File: src/hw/branch_pkg.sv
package branch_pkg;

  localparam int xlen    = 32;
  localparam int chunk_w = 4; // bits per comparator slice.

  // major opcodes in instr[6:0].
  localparam logic [6:0] op_branch = 7'b1100011;
  localparam logic [6:0] op_jal    = 7'b1101111;
  localparam logic [6:0] op_jalr   = 7'b1100111;

  // branch func3 in instr[14:12].
  localparam logic [2:0] f3_beq  = 3'b000;
  localparam logic [2:0] f3_bne  = 3'b001;
  localparam logic [2:0] f3_blt  = 3'b100;
  localparam logic [2:0] f3_bge  = 3'b101;
  localparam logic [2:0] f3_bltu = 3'b110;
  localparam logic [2:0] f3_bgeu = 3'b111;

  typedef enum logic [1:0] {
    kind_none,
    kind_branch,
    kind_jal,
    kind_jalr
  } ctl_kind_t;

  // issue stage payload.
  typedef struct packed {
    logic [31:0]     instr;
    logic [xlen-1:0] pc;
    logic [xlen-1:0] rs1;
    logic [xlen-1:0] rs2;
  } issue_t;

  // execute stage payload after decode and compare.
  typedef struct packed {
    logic [xlen-1:0] pc;
    logic [xlen-1:0] imm;
    logic [xlen-1:0] rs1;
    ctl_kind_t       kind;
    logic            cond; // branch condition result.
    logic            illegal;
  } exec_t;

endpackage

File: src/hw/chunk_comparator.sv
module chunk_comparator
  import branch_pkg::*;
#(
  parameter int width = 31
) (
  input  logic [width-1:0] a,
  input  logic [width-1:0] b,
  output logic             eq,
  output logic             lt
);

  localparam int n_chunk = (width + chunk_w - 1) / chunk_w;
  localparam int pad_w   = n_chunk * chunk_w;

  logic [pad_w-1:0]   a_pad;
  logic [pad_w-1:0]   b_pad;
  logic [n_chunk-1:0] eq_s;
  logic [n_chunk-1:0] lt_s;
  logic [n_chunk:0]   hi_eq; // slice i and all above it equal.
  logic [n_chunk-1:0] lt_hit;

  // zero pad the top slice.
  always_comb
  begin
    a_pad = '0;
    b_pad = '0;
    a_pad[width-1:0] = a;
    b_pad[width-1:0] = b;
  end

  assign hi_eq[n_chunk] = 1'b1;

  for (genvar i = 0; i < n_chunk; i++)
  begin : g_slice
    logic [chunk_w-1:0] sa;
    logic [chunk_w-1:0] sb;

    assign sa = a_pad[i*chunk_w +: chunk_w];
    assign sb = b_pad[i*chunk_w +: chunk_w];

    assign eq_s[i] = (sa == sb);
    assign lt_s[i] = (sa < sb);

    assign hi_eq[i]  = hi_eq[i+1] & eq_s[i];
    assign lt_hit[i] = lt_s[i] & hi_eq[i+1]; // only if higher slices tie.
  end

  assign eq = hi_eq[0];
  assign lt = |lt_hit;

endmodule

File: src/hw/branch_comparator.sv
module branch_comparator
  import branch_pkg::*;
(
  input  logic [xlen-1:0] rs1,
  input  logic [xlen-1:0] rs2,
  input  logic [2:0]      func3,
  output logic            cond
);

  logic sign_gt;
  logic sign_lt;
  logic sign_eq;
  logic low_eq;
  logic low_lt;
  logic eq;
  logic lt_s;
  logic lt_u;
  logic lt_sel;

  // top bit handled apart from the chunks.
  assign sign_gt = rs1[xlen-1] & ~rs2[xlen-1];
  assign sign_lt = ~rs1[xlen-1] & rs2[xlen-1];
  assign sign_eq = (rs1[xlen-1] == rs2[xlen-1]);

  chunk_comparator #(
    .width(xlen - 1)
  ) low_cmp_inst (
    .a  (rs1[xlen-2:0]),
    .b  (rs2[xlen-2:0]),
    .eq (low_eq),
    .lt (low_lt)
  );

  assign eq   = sign_eq & low_eq;
  assign lt_s = sign_gt | (sign_eq & low_lt); // negative rs1 is smaller.
  assign lt_u = sign_lt | (sign_eq & low_lt);

  assign lt_sel = func3[1] ? lt_u : lt_s;

  // bit 2 picks magnitude, bit 0 inverts.
  assign cond = func3[2] ? (lt_sel ^ func3[0]) : (eq ^ func3[0]);

endmodule

File: src/hw/branch_decode.sv
module branch_decode
  import branch_pkg::*;
(
  input  logic [31:0]     instr,
  output ctl_kind_t       kind,
  output logic [xlen-1:0] imm,
  output logic            illegal
);

  logic [6:0]      opcode;
  logic [2:0]      func3;
  logic [xlen-1:0] imm_b;
  logic [xlen-1:0] imm_j;
  logic [xlen-1:0] imm_i;
  logic            f3_ok;

  assign opcode = instr[6:0];
  assign func3  = instr[14:12];

  // sign extended immediates.
  assign imm_b = {{(xlen-12){instr[31]}}, instr[7], instr[30:25], instr[11:8], 1'b0};
  assign imm_j = {{(xlen-20){instr[31]}}, instr[19:12], instr[20], instr[30:21], 1'b0};
  assign imm_i = {{(xlen-12){instr[31]}}, instr[31:20]};

  // the six defined branch conditions.
  always_comb
  begin
    case (func3)
      f3_beq, f3_bne, f3_blt, f3_bge, f3_bltu, f3_bgeu:
      begin
        f3_ok = 1'b1;
      end
      default:
      begin
        f3_ok = 1'b0; // 010 and 011.
      end
    endcase
  end

  always_comb
  begin
    kind    = kind_none;
    imm     = '0;
    illegal = 1'b0;
    case (opcode)
      op_branch:
      begin
        kind    = kind_branch;
        imm     = imm_b;
        illegal = ~f3_ok;
      end
      op_jal:
      begin
        kind = kind_jal;
        imm  = imm_j;
      end
      op_jalr:
      begin
        kind    = kind_jalr;
        imm     = imm_i;
        illegal = (func3 != 3'b000);
      end
      default:
      begin
        kind = kind_none; // not a control transfer.
      end
    endcase
  end

endmodule

File: src/hw/pipe_stage.sv
module pipe_stage #(
  parameter type payload_t = logic [31:0]
) (
  input  logic     clk,
  input  logic     arst_n,
  input  logic     in_valid,
  output logic     in_ready,
  input  payload_t in_data,
  output logic     out_valid,
  input  logic     out_ready,
  output payload_t out_data
);

  logic load;

  // empty, or the current entry leaves this cycle.
  assign in_ready = ~out_valid | out_ready;
  assign load     = in_valid & in_ready;

  always_ff @(posedge clk or negedge arst_n)
  begin
    if (!arst_n)
    begin
      out_valid <= 1'b0;
    end
    else if (in_ready)
    begin
      out_valid <= in_valid;
    end
  end

  always_ff @(posedge clk)
  begin
    if (load)
    begin
      out_data <= in_data;
    end
  end

endmodule

File: src/hw/branch_target.sv
module branch_target
  import branch_pkg::*;
(
  input  logic [xlen-1:0] pc,
  input  logic [xlen-1:0] imm,
  input  logic [xlen-1:0] rs1,
  input  ctl_kind_t       kind,
  input  logic            cond,
  input  logic            illegal,
  output logic            taken,
  output logic [xlen-1:0] next_pc,
  output logic [xlen-1:0] link,
  output logic            misaligned
);

  logic [xlen-1:0] pc_plus4;
  logic [xlen-1:0] pc_rel;
  logic [xlen-1:0] reg_rel;
  logic [xlen-1:0] target;

  assign pc_plus4 = pc + xlen'(4);
  assign pc_rel   = pc + imm;
  assign reg_rel  = rs1 + imm;

  // jalr drops bit 0 of the sum.
  assign target = (kind == kind_jalr) ? {reg_rel[xlen-1:1], 1'b0} : pc_rel;

  always_comb
  begin
    case (kind)
      kind_branch:
      begin
        taken = cond & ~illegal;
      end
      kind_jal, kind_jalr:
      begin
        taken = ~illegal; // bad jalr func3 is not followed.
      end
      default:
      begin
        taken = 1'b0;
      end
    endcase
  end

  assign next_pc    = taken ? target : pc_plus4;
  assign link       = pc_plus4;
  assign misaligned = taken & target[1];

endmodule

File: src/hw/branch_unit.sv
module branch_unit
  import branch_pkg::*;
(
  input  logic            clk,
  input  logic            arst_n,
  input  logic            issue_valid,
  output logic            issue_ready,
  input  logic [31:0]     instr,
  input  logic [xlen-1:0] pc,
  input  logic [xlen-1:0] rs1,
  input  logic [xlen-1:0] rs2,
  output logic            res_valid,
  input  logic            res_ready,
  output logic            taken,
  output logic [xlen-1:0] next_pc,
  output logic [xlen-1:0] link,
  output logic            illegal,
  output logic            misaligned
);

  issue_t          issue_d;
  issue_t          issue_q;
  logic            issue_q_valid;
  logic            exec_in_ready;
  exec_t           exec_d;
  exec_t           exec_q;
  ctl_kind_t       dec_kind;
  logic [xlen-1:0] dec_imm;
  logic            dec_illegal;
  logic            cmp_cond;

  assign issue_d = '{instr: instr, pc: pc, rs1: rs1, rs2: rs2};

  pipe_stage #(
    .payload_t(issue_t)
  ) issue_stage (
    .clk       (clk),
    .arst_n    (arst_n),
    .in_valid  (issue_valid),
    .in_ready  (issue_ready),
    .in_data   (issue_d),
    .out_valid (issue_q_valid),
    .out_ready (exec_in_ready),
    .out_data  (issue_q)
  );

  branch_decode branch_decode_inst (
    .instr   (issue_q.instr),
    .kind    (dec_kind),
    .imm     (dec_imm),
    .illegal (dec_illegal)
  );

  branch_comparator branch_comparator_inst (
    .rs1   (issue_q.rs1),
    .rs2   (issue_q.rs2),
    .func3 (issue_q.instr[14:12]),
    .cond  (cmp_cond)
  );

  assign exec_d = '{
    pc:      issue_q.pc,
    imm:     dec_imm,
    rs1:     issue_q.rs1,
    kind:    dec_kind,
    cond:    cmp_cond,
    illegal: dec_illegal
  };

  pipe_stage #(
    .payload_t(exec_t)
  ) exec_stage (
    .clk       (clk),
    .arst_n    (arst_n),
    .in_valid  (issue_q_valid),
    .in_ready  (exec_in_ready),
    .in_data   (exec_d),
    .out_valid (res_valid),
    .out_ready (res_ready),
    .out_data  (exec_q)
  );

  branch_target branch_target_inst (
    .pc         (exec_q.pc),
    .imm        (exec_q.imm),
    .rs1        (exec_q.rs1),
    .kind       (exec_q.kind),
    .cond       (exec_q.cond),
    .illegal    (exec_q.illegal),
    .taken      (taken),
    .next_pc    (next_pc),
    .link       (link),
    .misaligned (misaligned)
  );

  assign illegal = exec_q.illegal;

endmodule

File: config.mk
export PLATFORM = sky130hd
export DESIGN_NAME = branch_unit
export DESIGN_NICKNAME = d
export VERILOG_FILES = /design/src/hw/branch_pkg.sv /design/src/hw/chunk_comparator.sv /design/src/hw/branch_comparator.sv /design/src/hw/branch_decode.sv /design/src/hw/pipe_stage.sv /design/src/hw/branch_target.sv /design/src/hw/branch_unit.sv
export SDC_FILE = /design/constraint.sdc
export NUM_CORES = 1
export LEC_CHECK = 0
export BUFFER_PORTS_ARGS = -buffer_cell sky130_fd_sc_hd__buf_2
export CORE_MARGIN = 10
export CORE_UTILIZATION = 45
export DETAILED_ROUTE_END_ITERATION = 10
export MAX_ROUTING_LAYER = met4
export PLACE_DENSITY = 0.64
export SLEW_MARGIN = 30
export SYNTH_ARGS = -nofsm -noshare
export SYNTH_HDL_FRONTEND = slang
export SYNTH_HIERARCHICAL = 1
export SYNTH_SLANG_ARGS = --single-unit
File: constraint.sdc
create_clock -name clk -period 4.15 [get_ports clk]
set_input_delay 0.6225 -clock clk [delete_from_list [all_inputs] [get_ports clk]]
set_output_delay 0.6225 -clock clk [all_outputs]
set_load 0.01 [all_outputs]
Word level (Yosys, flattened, before mapping). Index checks and enable logic that the tools add are counted.

Register bits: 230. Bits of input ports: 132. Output and inout port bits: 69. Logic and storage cells: 91.

$add $sub $neg: 3. Order comparisons: 8. Equal/unequal tests: 20. Muxes and demuxes: 9. Bitwise logic cells: 34. Reduce and logical (&&, ||, !) cells: 5.

Operators with widths (number): $pmux 32 s3 (1); $add 32x32->32 (2); $mux 32 (2); $add 32x3->32 const B (1); $eq 4x4->1 (7); $lt 4x4->1 (7); $and 1x1->1 (22); $eq 7x7->1 const B (3); $eq 3x3->1 const B (4); $reduce_or 8->1 (1); $not 1->1 (6); $pmux 2 s3 (1); $reduce_or 6->1 (1); $eq 2x2->1 const B (2); $or 1x1->1 (4); $pmux 1 s2 (2); $eq 3x1->1 const B (1); $eq 3x3->1 (1); $logic_not 3->1 (1); $lt 3x3->1 (1); $mux 1 (3); $reduce_bool 3->1 (1); $eq 2x1->1 const B (1); $reduce_or 2->1 (1); 2 further kinds (3).

Depth between registers and ports, before layout. Gate-level depths: netlist (run 1).

Word-level depth: 14. Gate-level depth with buffers: 12.

By module. Netlist (run 1), hierarchy kept.

Modules (own cells, without submodules): branch_target (times used 1, cells an instance 661, area an instance 4341.7 um^2); pipe_stage (issue_stage) (times used 1, cells an instance 132, area an instance 3897.5 um^2); pipe_stage (exec_stage) (times used 1, cells an instance 104, area an instance 3056.7 um^2); chunk_comparator (times used 1, cells an instance 115, area an instance 794.5 um^2); branch_decode (times used 1, cells an instance 66, area an instance 432.9 um^2); branch_comparator (times used 1, cells an instance 8, area an instance 80.1 um^2).

Least setup slack after synthesis (run 1). OpenSTA, ideal clock, no wires.

Kind: register to output. From: register exec_stage/out_data[75] (netlist bit). To: output port next_pc[28]. Arrival: 2.771 ns. Required time: 3.527 ns. Slack: 0.756 ns. Cell stages (with the launch flop): 11. Path buffers: 0. Path through: edfxtp_1 -> ha_1 -> a211o_1 -> a21o_1 -> or4_1 -> a31o_2 -> a21oi_4 -> o211ai_2 -> and3_1 -> o31ai_1 -> mux2_2.

Cells in the longest elaborated chain, start to end: 3.

RTL lines: start, declared (RTL line pipe_stage.sv:11) `output payload_t out_data`; start signal, assigned (RTL line pipe_stage.sv:36) `out_data <= in_data;`; $add 32x32->32 (RTL line branch_target.sv:22) `assign pc_rel = pc + imm;`; $mux 32 (RTL line branch_target.sv:26) `assign target = (kind == kind_jalr) ? {reg_rel[xlen-1:1], 1'b0} : pc_rel;`; $mux 32 * (RTL line branch_target.sv:46) `assign next_pc = taken ? target : pc_plus4;`; end, declared (RTL line branch_unit.sv:15) `output logic [xlen-1:0] next_pc,`.

Every way passes the cells marked *; elsewhere a longest branch is shown, timed or not.

Worst setup path in the final report (run 1).
From: register exec_stage/out_data[43] (netlist bit). To: output port next_pc[28].

Cells in the longest elaborated chain, start to end: 3.

RTL lines (RTL line): $add 32x32->32, on equally long branches (branch_target.sv:22, branch_target.sv:23); $mux 32 * (branch_target.sv:26); $mux 32 * (branch_target.sv:46).

Marked as above.

==> run summary, run 1 <==
- outcome: finished, final reports clean
- maximum capacitance violations: 0
- net load switching power: 1.79 mW
- synth unique cells: 73
- fin crit share: 99.1%
- cell class contributing the biggest share of worst-path delay: compound AO/OA/AOI/OAI gates
- clock-pin slew on the worst setup and hold paths: 0.06 ns
- all-layer global routing usage: 18.8%
- biggest fanout along the worst timing path: 5
- gpl congestion: 0.901
- clock net sink count: 230
- setup skew after layout: 0.0170 ns
- Reg power frac: 44.5%
- number of synthesized flops with an enable pin: 228
- CP max stage cell: sky130_fd_sc_hd__edfxtp_1
- cell at the root of the clock tree: sky130_fd_sc_hd__clkbuf_16
- Cell Int Power: 4.64 mW
- multiplexer area fraction after synthesis: 0.705%
- worst min-delay path category: primary input to register
- Leakage Power: 6.20 nW
- share of total power in the clock network: 35.0%
- top area cells in the synthesized netlist: sky130_fd_sc_hd__edfxtp_1 (54%), sky130_fd_sc_hd__ha_1 (9.4%), sky130_fd_sc_hd__a21oi_1 (3.5%)
- Clock Latency Late Sink: 0.56 ns
- number of I/O pins: 201
- mapped cell area: 12,600 sq um
- adder and majority cell fraction of the synthesized area: 9.75%
- async set or reset register ratio after synthesis: 0.870%
- H-tree level count: 1
- antenna violations before repair: 0
- violation count after the first detailed-route iteration: 594
- power per cell area: 418 nW/um^2
- main combinational cell family by area after synthesis: compound AO/OA/AOI/OAI gates
- TritonRoute pass-1 iters: 5
- RSZ-0062 raised after global routing: yes
- post-detail-place hpwl: 25,600 um
- Fmax: 243 MHz
- summed negative setup slack over all endpoints: 0 ns
- type of element launching the critical path: register
- synth warn: 6
- most frequently used cell type in the post-synthesis netlist: sky130_fd_sc_hd__edfxtp_1
- number of input and output port buffers inserted: 200
- core box area: 27,700 sq um
- final hold viol count: 0
- post-synthesis instance total: 1,086
- Sw Share: 27.9%
- peak ir drop on the vdd network: 0.389 mV
- Worst Max-Slew Pin Slew: 0.803 ns
- Die W: 187 um
- number of CTS-inserted buffers: 26
- Max stage delay on crit path: 0.46 ns
- TritonCTS clock tree: done
- sum of buffers and inverters on the critical path: 1
- mean post-synth cell area: 11.6 sq um
- Critical Path RT: 3.53 ns
- fin. max-slew vios: 0
- wire length per cell after detailed routing: 19.6 um
- via-per-instance ratio: 5.37
- Final #Nets: 1,538
- count of vias placed by the detailed router: 9,153
- via count of the first global-routing pass: 9,180
- number of antenna diodes: 0
- post-route non-filler standard cell count: 1,706
- Vert. Die Dim: 187 um
- final critical-path required period: 4.11 ns
- antenna-violating nets left: 0
- Worst Setup Path Type: register to output pin
- die footprint: 35,100 sq um
- synthesized-area fraction occupied by ao, oa, aoi and oai cells: 14.0%
- global route total overflow: 0
- most common flop cell mapped by yosys: sky130_fd_sc_hd__edfxtp_1
- synth cell count leaders: sky130_fd_sc_hd__edfxtp_1 (228), sky130_fd_sc_hd__ha_1 (95), sky130_fd_sc_hd__a21oi_1 (87)
- Placed Instances: 1,640
- number of cell rows: 61
- relative slew slack: 46.3%
- series of cell instances along the critical path: ha_4, a211o_1, a21o_1, or4_4, a31o_4, a21oi_4, o211ai_2, and3_4, o31ai_4, mux2_4, buf_6
- layout cells sized above 1: 26.8%
- area growth from synthesis to final layout: 22.0%
- number of buffers between clock root and the deepest sink: 3
- Synth top area share: 54.3%
- sequential cell area fraction in the yosys report: 54.7%
- post-synthesis xor/xnor area fraction: 5.49%
- area fraction in and, or, nand and nor cells after synthesis: 11.9%
- combinational group share of total power: 20.5%
- pin count of the biggest net entering global routing: 101
- Setup Viol. Count Final: 0
- Synthesized Nets: 1,315
- initial core utilization: 45.5%
- WL final: 33,500 um
- wire length of the first global-routing pass: 51,300 um
- biggest area consumer among synthesized cells: sky130_fd_sc_hd__edfxtp_1
- Arr. time, crit path: 3.49 ns
- Worst Setup End Kind: output pin
- number of DRC violations after detailed routing: 0
- synthesis-stage register bit count: 230
-- repair_timing --
| item | 4_1_cts | 5_1_grt |
|---|---|---|
| gates resized for setup | 20 | 54 |
| hold buffers | 1 | 0 |
| setup endpoints to repair | 12 | 13 |
| pin swaps | 6 | 28 |
| buffers inserted | 7 | 11 |
| hold endpoints to repair | 2 | 0 |
-- cell families after synthesis --
kind of cell | count (synthesis)
xor gates and xnor gates | 79
and+or+nand+nor | 306
DFF | 230
buffers and inverters | 95
AOI/OAI and AO/OA | 271
muxes | 8
adders and majority gates | 97
-- through the flow --
stage	util [%]	cell area [sq um]	power, mW	setup slack, ns	hold WS [ns]
2_1_floorplan	-	12600	3.67	0.756	0.327
3_3_place_gp	50.5	14000	4.09	0.332	0.401
3_5_place_dp	50.5	14000	4.10	0.318	0.406
4_1_cts	54.2	15000	6.41	-0.0481	0.216
5_1_grt	55.5	15400	6.76	-0.0819	0.212
6_report	55.5	15400	6.43	0.0390	0.239
-- cell usage in the layout, fill, tap and decap left out, types with 14 or more instances in the layout --
cell | Yosys | final
sky130_fd_sc_hd__buf_4 | 14 | 27
sky130_fd_sc_hd__nand4_1 | 17 | 17
sky130_fd_sc_hd__a21oi_1 | 87 | 78
sky130_fd_sc_hd__ha_1 | 95 | 81
sky130_fd_sc_hd__and2_1 | 14 | 14
sky130_fd_sc_hd__a21o_1 | 22 | 22
sky130_fd_sc_hd__buf_2 | 3 | 199
sky130_fd_sc_hd__xor2_1 | 31 | 31
sky130_fd_sc_hd__o21ai_0 | 40 | 39
sky130_fd_sc_hd__clkbuf_16 | 0 | 26
sky130_fd_sc_hd__inv_1 | 58 | 57
sky130_fd_sc_hd__and3_1 | 16 | 15
sky130_fd_sc_hd__nor3_1 | 19 | 16
sky130_fd_sc_hd__nor2_1 | 78 | 77
sky130_fd_sc_hd__edfxtp_1 | 228 | 228
sky130_fd_sc_hd__nand3_1 | 33 | 33
sky130_fd_sc_hd__xnor2_1 | 48 | 48
sky130_fd_sc_hd__nand2b_1 | 17 | 16
sky130_fd_sc_hd__nand2_1 | 79 | 79
-- registers in the layout, indices dropped and copies added (netlist names) --
register               count
exec_stage/out_data      100
issue_stage/out_valid      1
exec_stage/out_valid       1
issue_stage/out_data     128
-- per-layer routing --
metal | GRT usage, % | vias to the layer above | part of all wire (%)
met5 | - | - | 0
met2 | 28.0 | 307 | 44
met4 | 5.09 | 0 | 2.3
met1 | 26.2 | 4309 | 47
met3 | 3.02 | 47 | 6.0
li1 | - | 4490 | -
-- layout make-up --
| cell class | count | area, sq um |
|---|---|---|
| inverters | 60 | 225 |
| repair buffers | 230 | 1260 |
| fillers | 2431 | 12300 |
| clock inverters | 20 | 199 |
| clock buffers | 27 | 654 |
| multi-input cells | 761 | 5670 |
| well taps | 378 | 473 |
| flip-flops and latches | 230 | 6900 |
-- final timing paths --
kind / to / cells past startpoint / startpoint / slack [ns]
worst min-delay path: issue_stage/out_data[82]$_DFFE_PP_ / 1 / pc[18] / 0.24
worst max register to register: exec_stage/out_data[1]$_DFFE_PP_ / 8 / issue_stage/out_data[61]$_DFFE_PP_ / 1.77
worst max-delay path: next_pc[28] / 11 / exec_stage/out_data[43]$_DFFE_PP_ / 0.04
min in group asynchronous: issue_stage/out_valid$_DFFE_PN0P_ / 2 / arst_n / 0.41
worst min register to register: exec_stage/out_data[82]$_DFFE_PP_ / 0 / issue_stage/out_data[78]$_DFFE_PP_ / 0.42
max in group asynchronous: exec_stage/out_valid$_DFFE_PN0P_ / 2 / arst_n / 3.65
-- power groups by stage --
| stage | clock network, mW | logic [mW] | registers (mW) |
|---|---|---|---|
| 2_1_floorplan | 0 | 0.819 | 2.85 |
| 3_3_place_gp | 0 | 1.19 | 2.90 |
| 3_5_place_dp | 0 | 1.20 | 2.90 |
| 4_1_cts | 2.32 | 1.24 | 2.86 |
| 5_1_grt | 2.43 | 1.45 | 2.87 |
| 6_report | 2.25 | 1.32 | 2.86 |
-- worst register-to-register path, stage by stage (launching register included) --
cell and delay [ns]:
sky130_fd_sc_hd__edfxtp_1 0.40, sky130_fd_sc_hd__ha_1 0.32, sky130_fd_sc_hd__nand3_1 0.15, sky130_fd_sc_hd__nor3_1 0.36, sky130_fd_sc_hd__nand2_1 0.19, sky130_fd_sc_hd__nor3_1 0.32
sky130_fd_sc_hd__mux2_2 0.23, sky130_fd_sc_hd__a22oi_2 0.05, sky130_fd_sc_hd__xnor2_1 0.13
Note: power is estimated with default switching activity, not from simulation.
==> run 2, diff against run 1 <==
--- a/config.mk
+++ b/config.mk
@@ -7,10 +7,10 @@
 export LEC_CHECK = 0
 export BUFFER_PORTS_ARGS = -buffer_cell sky130_fd_sc_hd__buf_2
 export CORE_MARGIN = 10
-export CORE_UTILIZATION = 45
+export CORE_UTILIZATION = 58
 export DETAILED_ROUTE_END_ITERATION = 10
 export MAX_ROUTING_LAYER = met4
-export PLACE_DENSITY = 0.64
+export PLACE_DENSITY = 0.79
 export SLEW_MARGIN = 30
 export SYNTH_ARGS = -nofsm -noshare
 export SYNTH_HDL_FRONTEND = slang
==> run 2 against run 1 <==
  * Non-clock buffer count rose by 7
  * Clock-buffer cell count decreased by 1
  * Critical path depth unchanged
  * Clock power rose by 2%
  * Register-to-register slack better by 0.02 ns
  * Sequential power about the same
  * First-iteration DRC count up 34%
  * Worst setup slack worse by 0.010 ns
  * Utilization increased by 16 points
  * Total power grew 0.45%
  * Final cell count is 5.7% lower
  * Fmax down 0.25%
  * Largest cell class unchanged
==> run summary, run 2 (synthesized netlist as in run 1, its figures left out) <==
- final hold viol count: 0
- TritonRoute pass-1 iters: 5
- gpl congestion: 0.962
- power per cell area: 425 nW/um^2
- die footprint: 28,000 sq um
- start point of the critical path: exec_stage/out_data[75]$_DFFE_PP_
- sum of buffers and inverters on the critical path: 1
- Die W: 167 um
- cell at the root of the clock tree: sky130_fd_sc_hd__clkbuf_16
- global route total overflow: 0
- worst min-delay path category: primary input to register
- wire length per cell after detailed routing: 21.0 um
- count of fill cells added during filler insertion: 1,514
- Worst Setup End Kind: output pin
- clock net sink count: 230
- relative slew slack: 41.1%
- type of element launching the critical path: register
- Final Core Density: 71.6%
- initial core utilization: 59.4%
- number of CTS-inserted buffers: 25
- setup skew after layout: 0.0153 ns
- Worst Setup Path Type: register to output pin
- biggest fanout along the worst timing path: 5
- CP max stage cell: sky130_fd_sc_hd__edfxtp_1
- cell class contributing the biggest share of worst-path delay: compound AO/OA/AOI/OAI gates
- Critical Path RT: 3.53 ns
- Sw Share: 27.9%
- clock-pin slew on the worst setup and hold paths: 0.07 ns
- max reg flops: 128
- post-route non-filler standard cell count: 1,609
- Final #Nets: 1,544
- via count of the first global-routing pass: 9,334
- layout cells sized above 1: 26.3%
- number of DRC violations after detailed routing: 0
- Worst Max-Slew Pin Slew: 0.883 ns
- core box area: 21,200 sq um
- combinational group share of total power: 20.2%
- fin. max-slew vios: 0
- violation count after the first detailed-route iteration: 794
- number of I/O pins: 201
- WL final: 33,800 um
- Largest regs: issue_stage/out_data x128, exec_stage/out_data x100
- source of the worst hold timing path: pc[20]
- series of cell instances along the critical path: ha_4, a211o_1, a21o_1, or4_1, a31o_4, a21oi_4, o211ai_2, and3_1, o31ai_2, mux2_4, buf_6
- start of the worst register-to-register path: issue_stage/out_data[57]$_DFFE_PP_
- Leakage Power: 6.22 nW
- Vert. Die Dim: 167 um
- Arr. time, crit path: 3.50 ns
- via-per-instance ratio: 5.86
- fin crit share: 99.3%
- maximum capacitance violations: 0
- Cell Int Power: 4.66 mW
- highest-count cells in the layout ignoring fill and taps: sky130_fd_sc_hd__edfxtp_1 (228), sky130_fd_sc_hd__buf_2 (199), sky130_fd_sc_hd__a21oi_1 (82)
- number of cell rows: 53
- TritonCTS clock tree: done
- area growth from synthesis to final layout: 20.5%
- pin count of the biggest net entering global routing: 67
- Max stage delay on crit path: 0.47 ns
- outcome: finished, final reports clean
- RSZ-0062 raised after global routing: yes
- final critical-path required period: 4.12 ns
- summed negative setup slack over all endpoints: 0 ns
- Reg power frac: 44.3%
- wire length of the first global-routing pass: 51,900 um
- Placed Instances: 1,538
- H-tree level count: 1
- share of total power in the clock network: 35.5%
- number of buffers between clock root and the deepest sink: 3
- Setup Viol. Count Final: 0
- register name with the most flops: issue_stage/out_data
- peak ir drop on the vdd network: 0.401 mV
- most common library cell in the layout ignoring fill and taps: sky130_fd_sc_hd__edfxtp_1
- net load switching power: 1.80 mW
- number of input and output port buffers inserted: 200
- number of antenna diodes: 0
- antenna violations before repair: 0
- post-detail-place hpwl: 25,300 um
- Fmax: 243 MHz
- all-layer global routing usage: 23.4%
- antenna-violating nets left: 0
- count of vias placed by the detailed router: 9,434
- Clock Latency Late Sink: 0.55 ns
==> run 2: worst paths after layout <==
check / slack, ns / endpoint / cells past startpoint
max in group asynchronous: 3.66 / issue_stage/out_valid$_DFFE_PN0P_ / 2
worst min register to register: 0.41 / exec_stage/out_data[95]$_DFFE_PP_ / 0
min in group asynchronous: 0.40 / exec_stage/out_valid$_DFFE_PN0P_ / 2
worst max-delay path: 0.03 / next_pc[28] / 11
worst max register to register: 1.79 / exec_stage/out_data[1]$_DFFE_PP_ / 9
worst min-delay path: 0.25 / issue_stage/out_data[84]$_DFFE_PP_ / 1
==> run 2: worst reg2reg max path, cell delays in order, from the launching register on <==
cell,delay [ns]
sky130_fd_sc_hd__edfxtp_1,0.42
sky130_fd_sc_hd__ha_1,0.31
sky130_fd_sc_hd__nor2b_1,0.19
sky130_fd_sc_hd__o21a_1,0.13
sky130_fd_sc_hd__o21ai_0,0.07
sky130_fd_sc_hd__a21oi_1,0.29
sky130_fd_sc_hd__o2111ai_2,0.16
sky130_fd_sc_hd__mux2_2,0.30
sky130_fd_sc_hd__a22oi_2,0.15
sky130_fd_sc_hd__xnor2_1,0.09
==> run 2: final cells by class <==
type | instances | area (sq um) | share of cell area, %
multi-input cells | 761 | 5570 | 36.7
clock inverters | 20 | 223 | 1.47
repair buffers | 237 | 1300 | 8.56
clock buffers | 26 | 629 | 4.14
flip-flops and latches | 230 | 6900 | 45.4
well taps | 275 | 344 | 2.27
inverters | 60 | 225 | 1.48
==> run 2: what timing repair did <==
action / CTS / global route
setup endpoints to repair: 9 / 14
resized for setup: 17 / 43
buffers inserted: 3 / 21
cloned: 0 / 0
hold buffers: 1 / 0
pin swaps: 5 / 18
endpoints found under the hold margin: 2 / 0
==> run 2: stage by stage <==
stage / setup slack (ns) / instance area (sq um) / hold WS [ns] / total power, mW
after floorplan: 0.756 / 12600 / 0.327 / 3.67
after global placement: 0.362 / 13800 / 0.401 / 4.07
after detailed placement: 0.332 / 13800 / 0.405 / 4.09
after CTS: -0.0441 / 14800 / 0.230 / 6.41
after global routing: -0.0686 / 15200 / 0.232 / 6.75
final: 0.0287 / 15200 / 0.247 / 6.46
==> run 2: power groups by stage <==
stage / registers, mW / clock network, mW / logic [mW]
floorplan: 2.85 / 0 / 0.819
finish: 2.86 / 2.29 / 1.31
detailed placement: 2.90 / 0 / 1.19
global placement: 2.90 / 0 / 1.17
CTS: 2.86 / 2.33 / 1.22
global route: 2.88 / 2.44 / 1.43
==> run 2: per-layer routing <==
layer | routed length (um) | vias to the layer above | GRT usage, %
met5 | 0 | - | -
met4 | 868 | 0 | 5.98
met3 | 3030 | 51 | 4.71
met2 | 15400 | 445 | 35.2
met1 | 14500 | 4438 | 32.1
li1 | - | 4500 | -
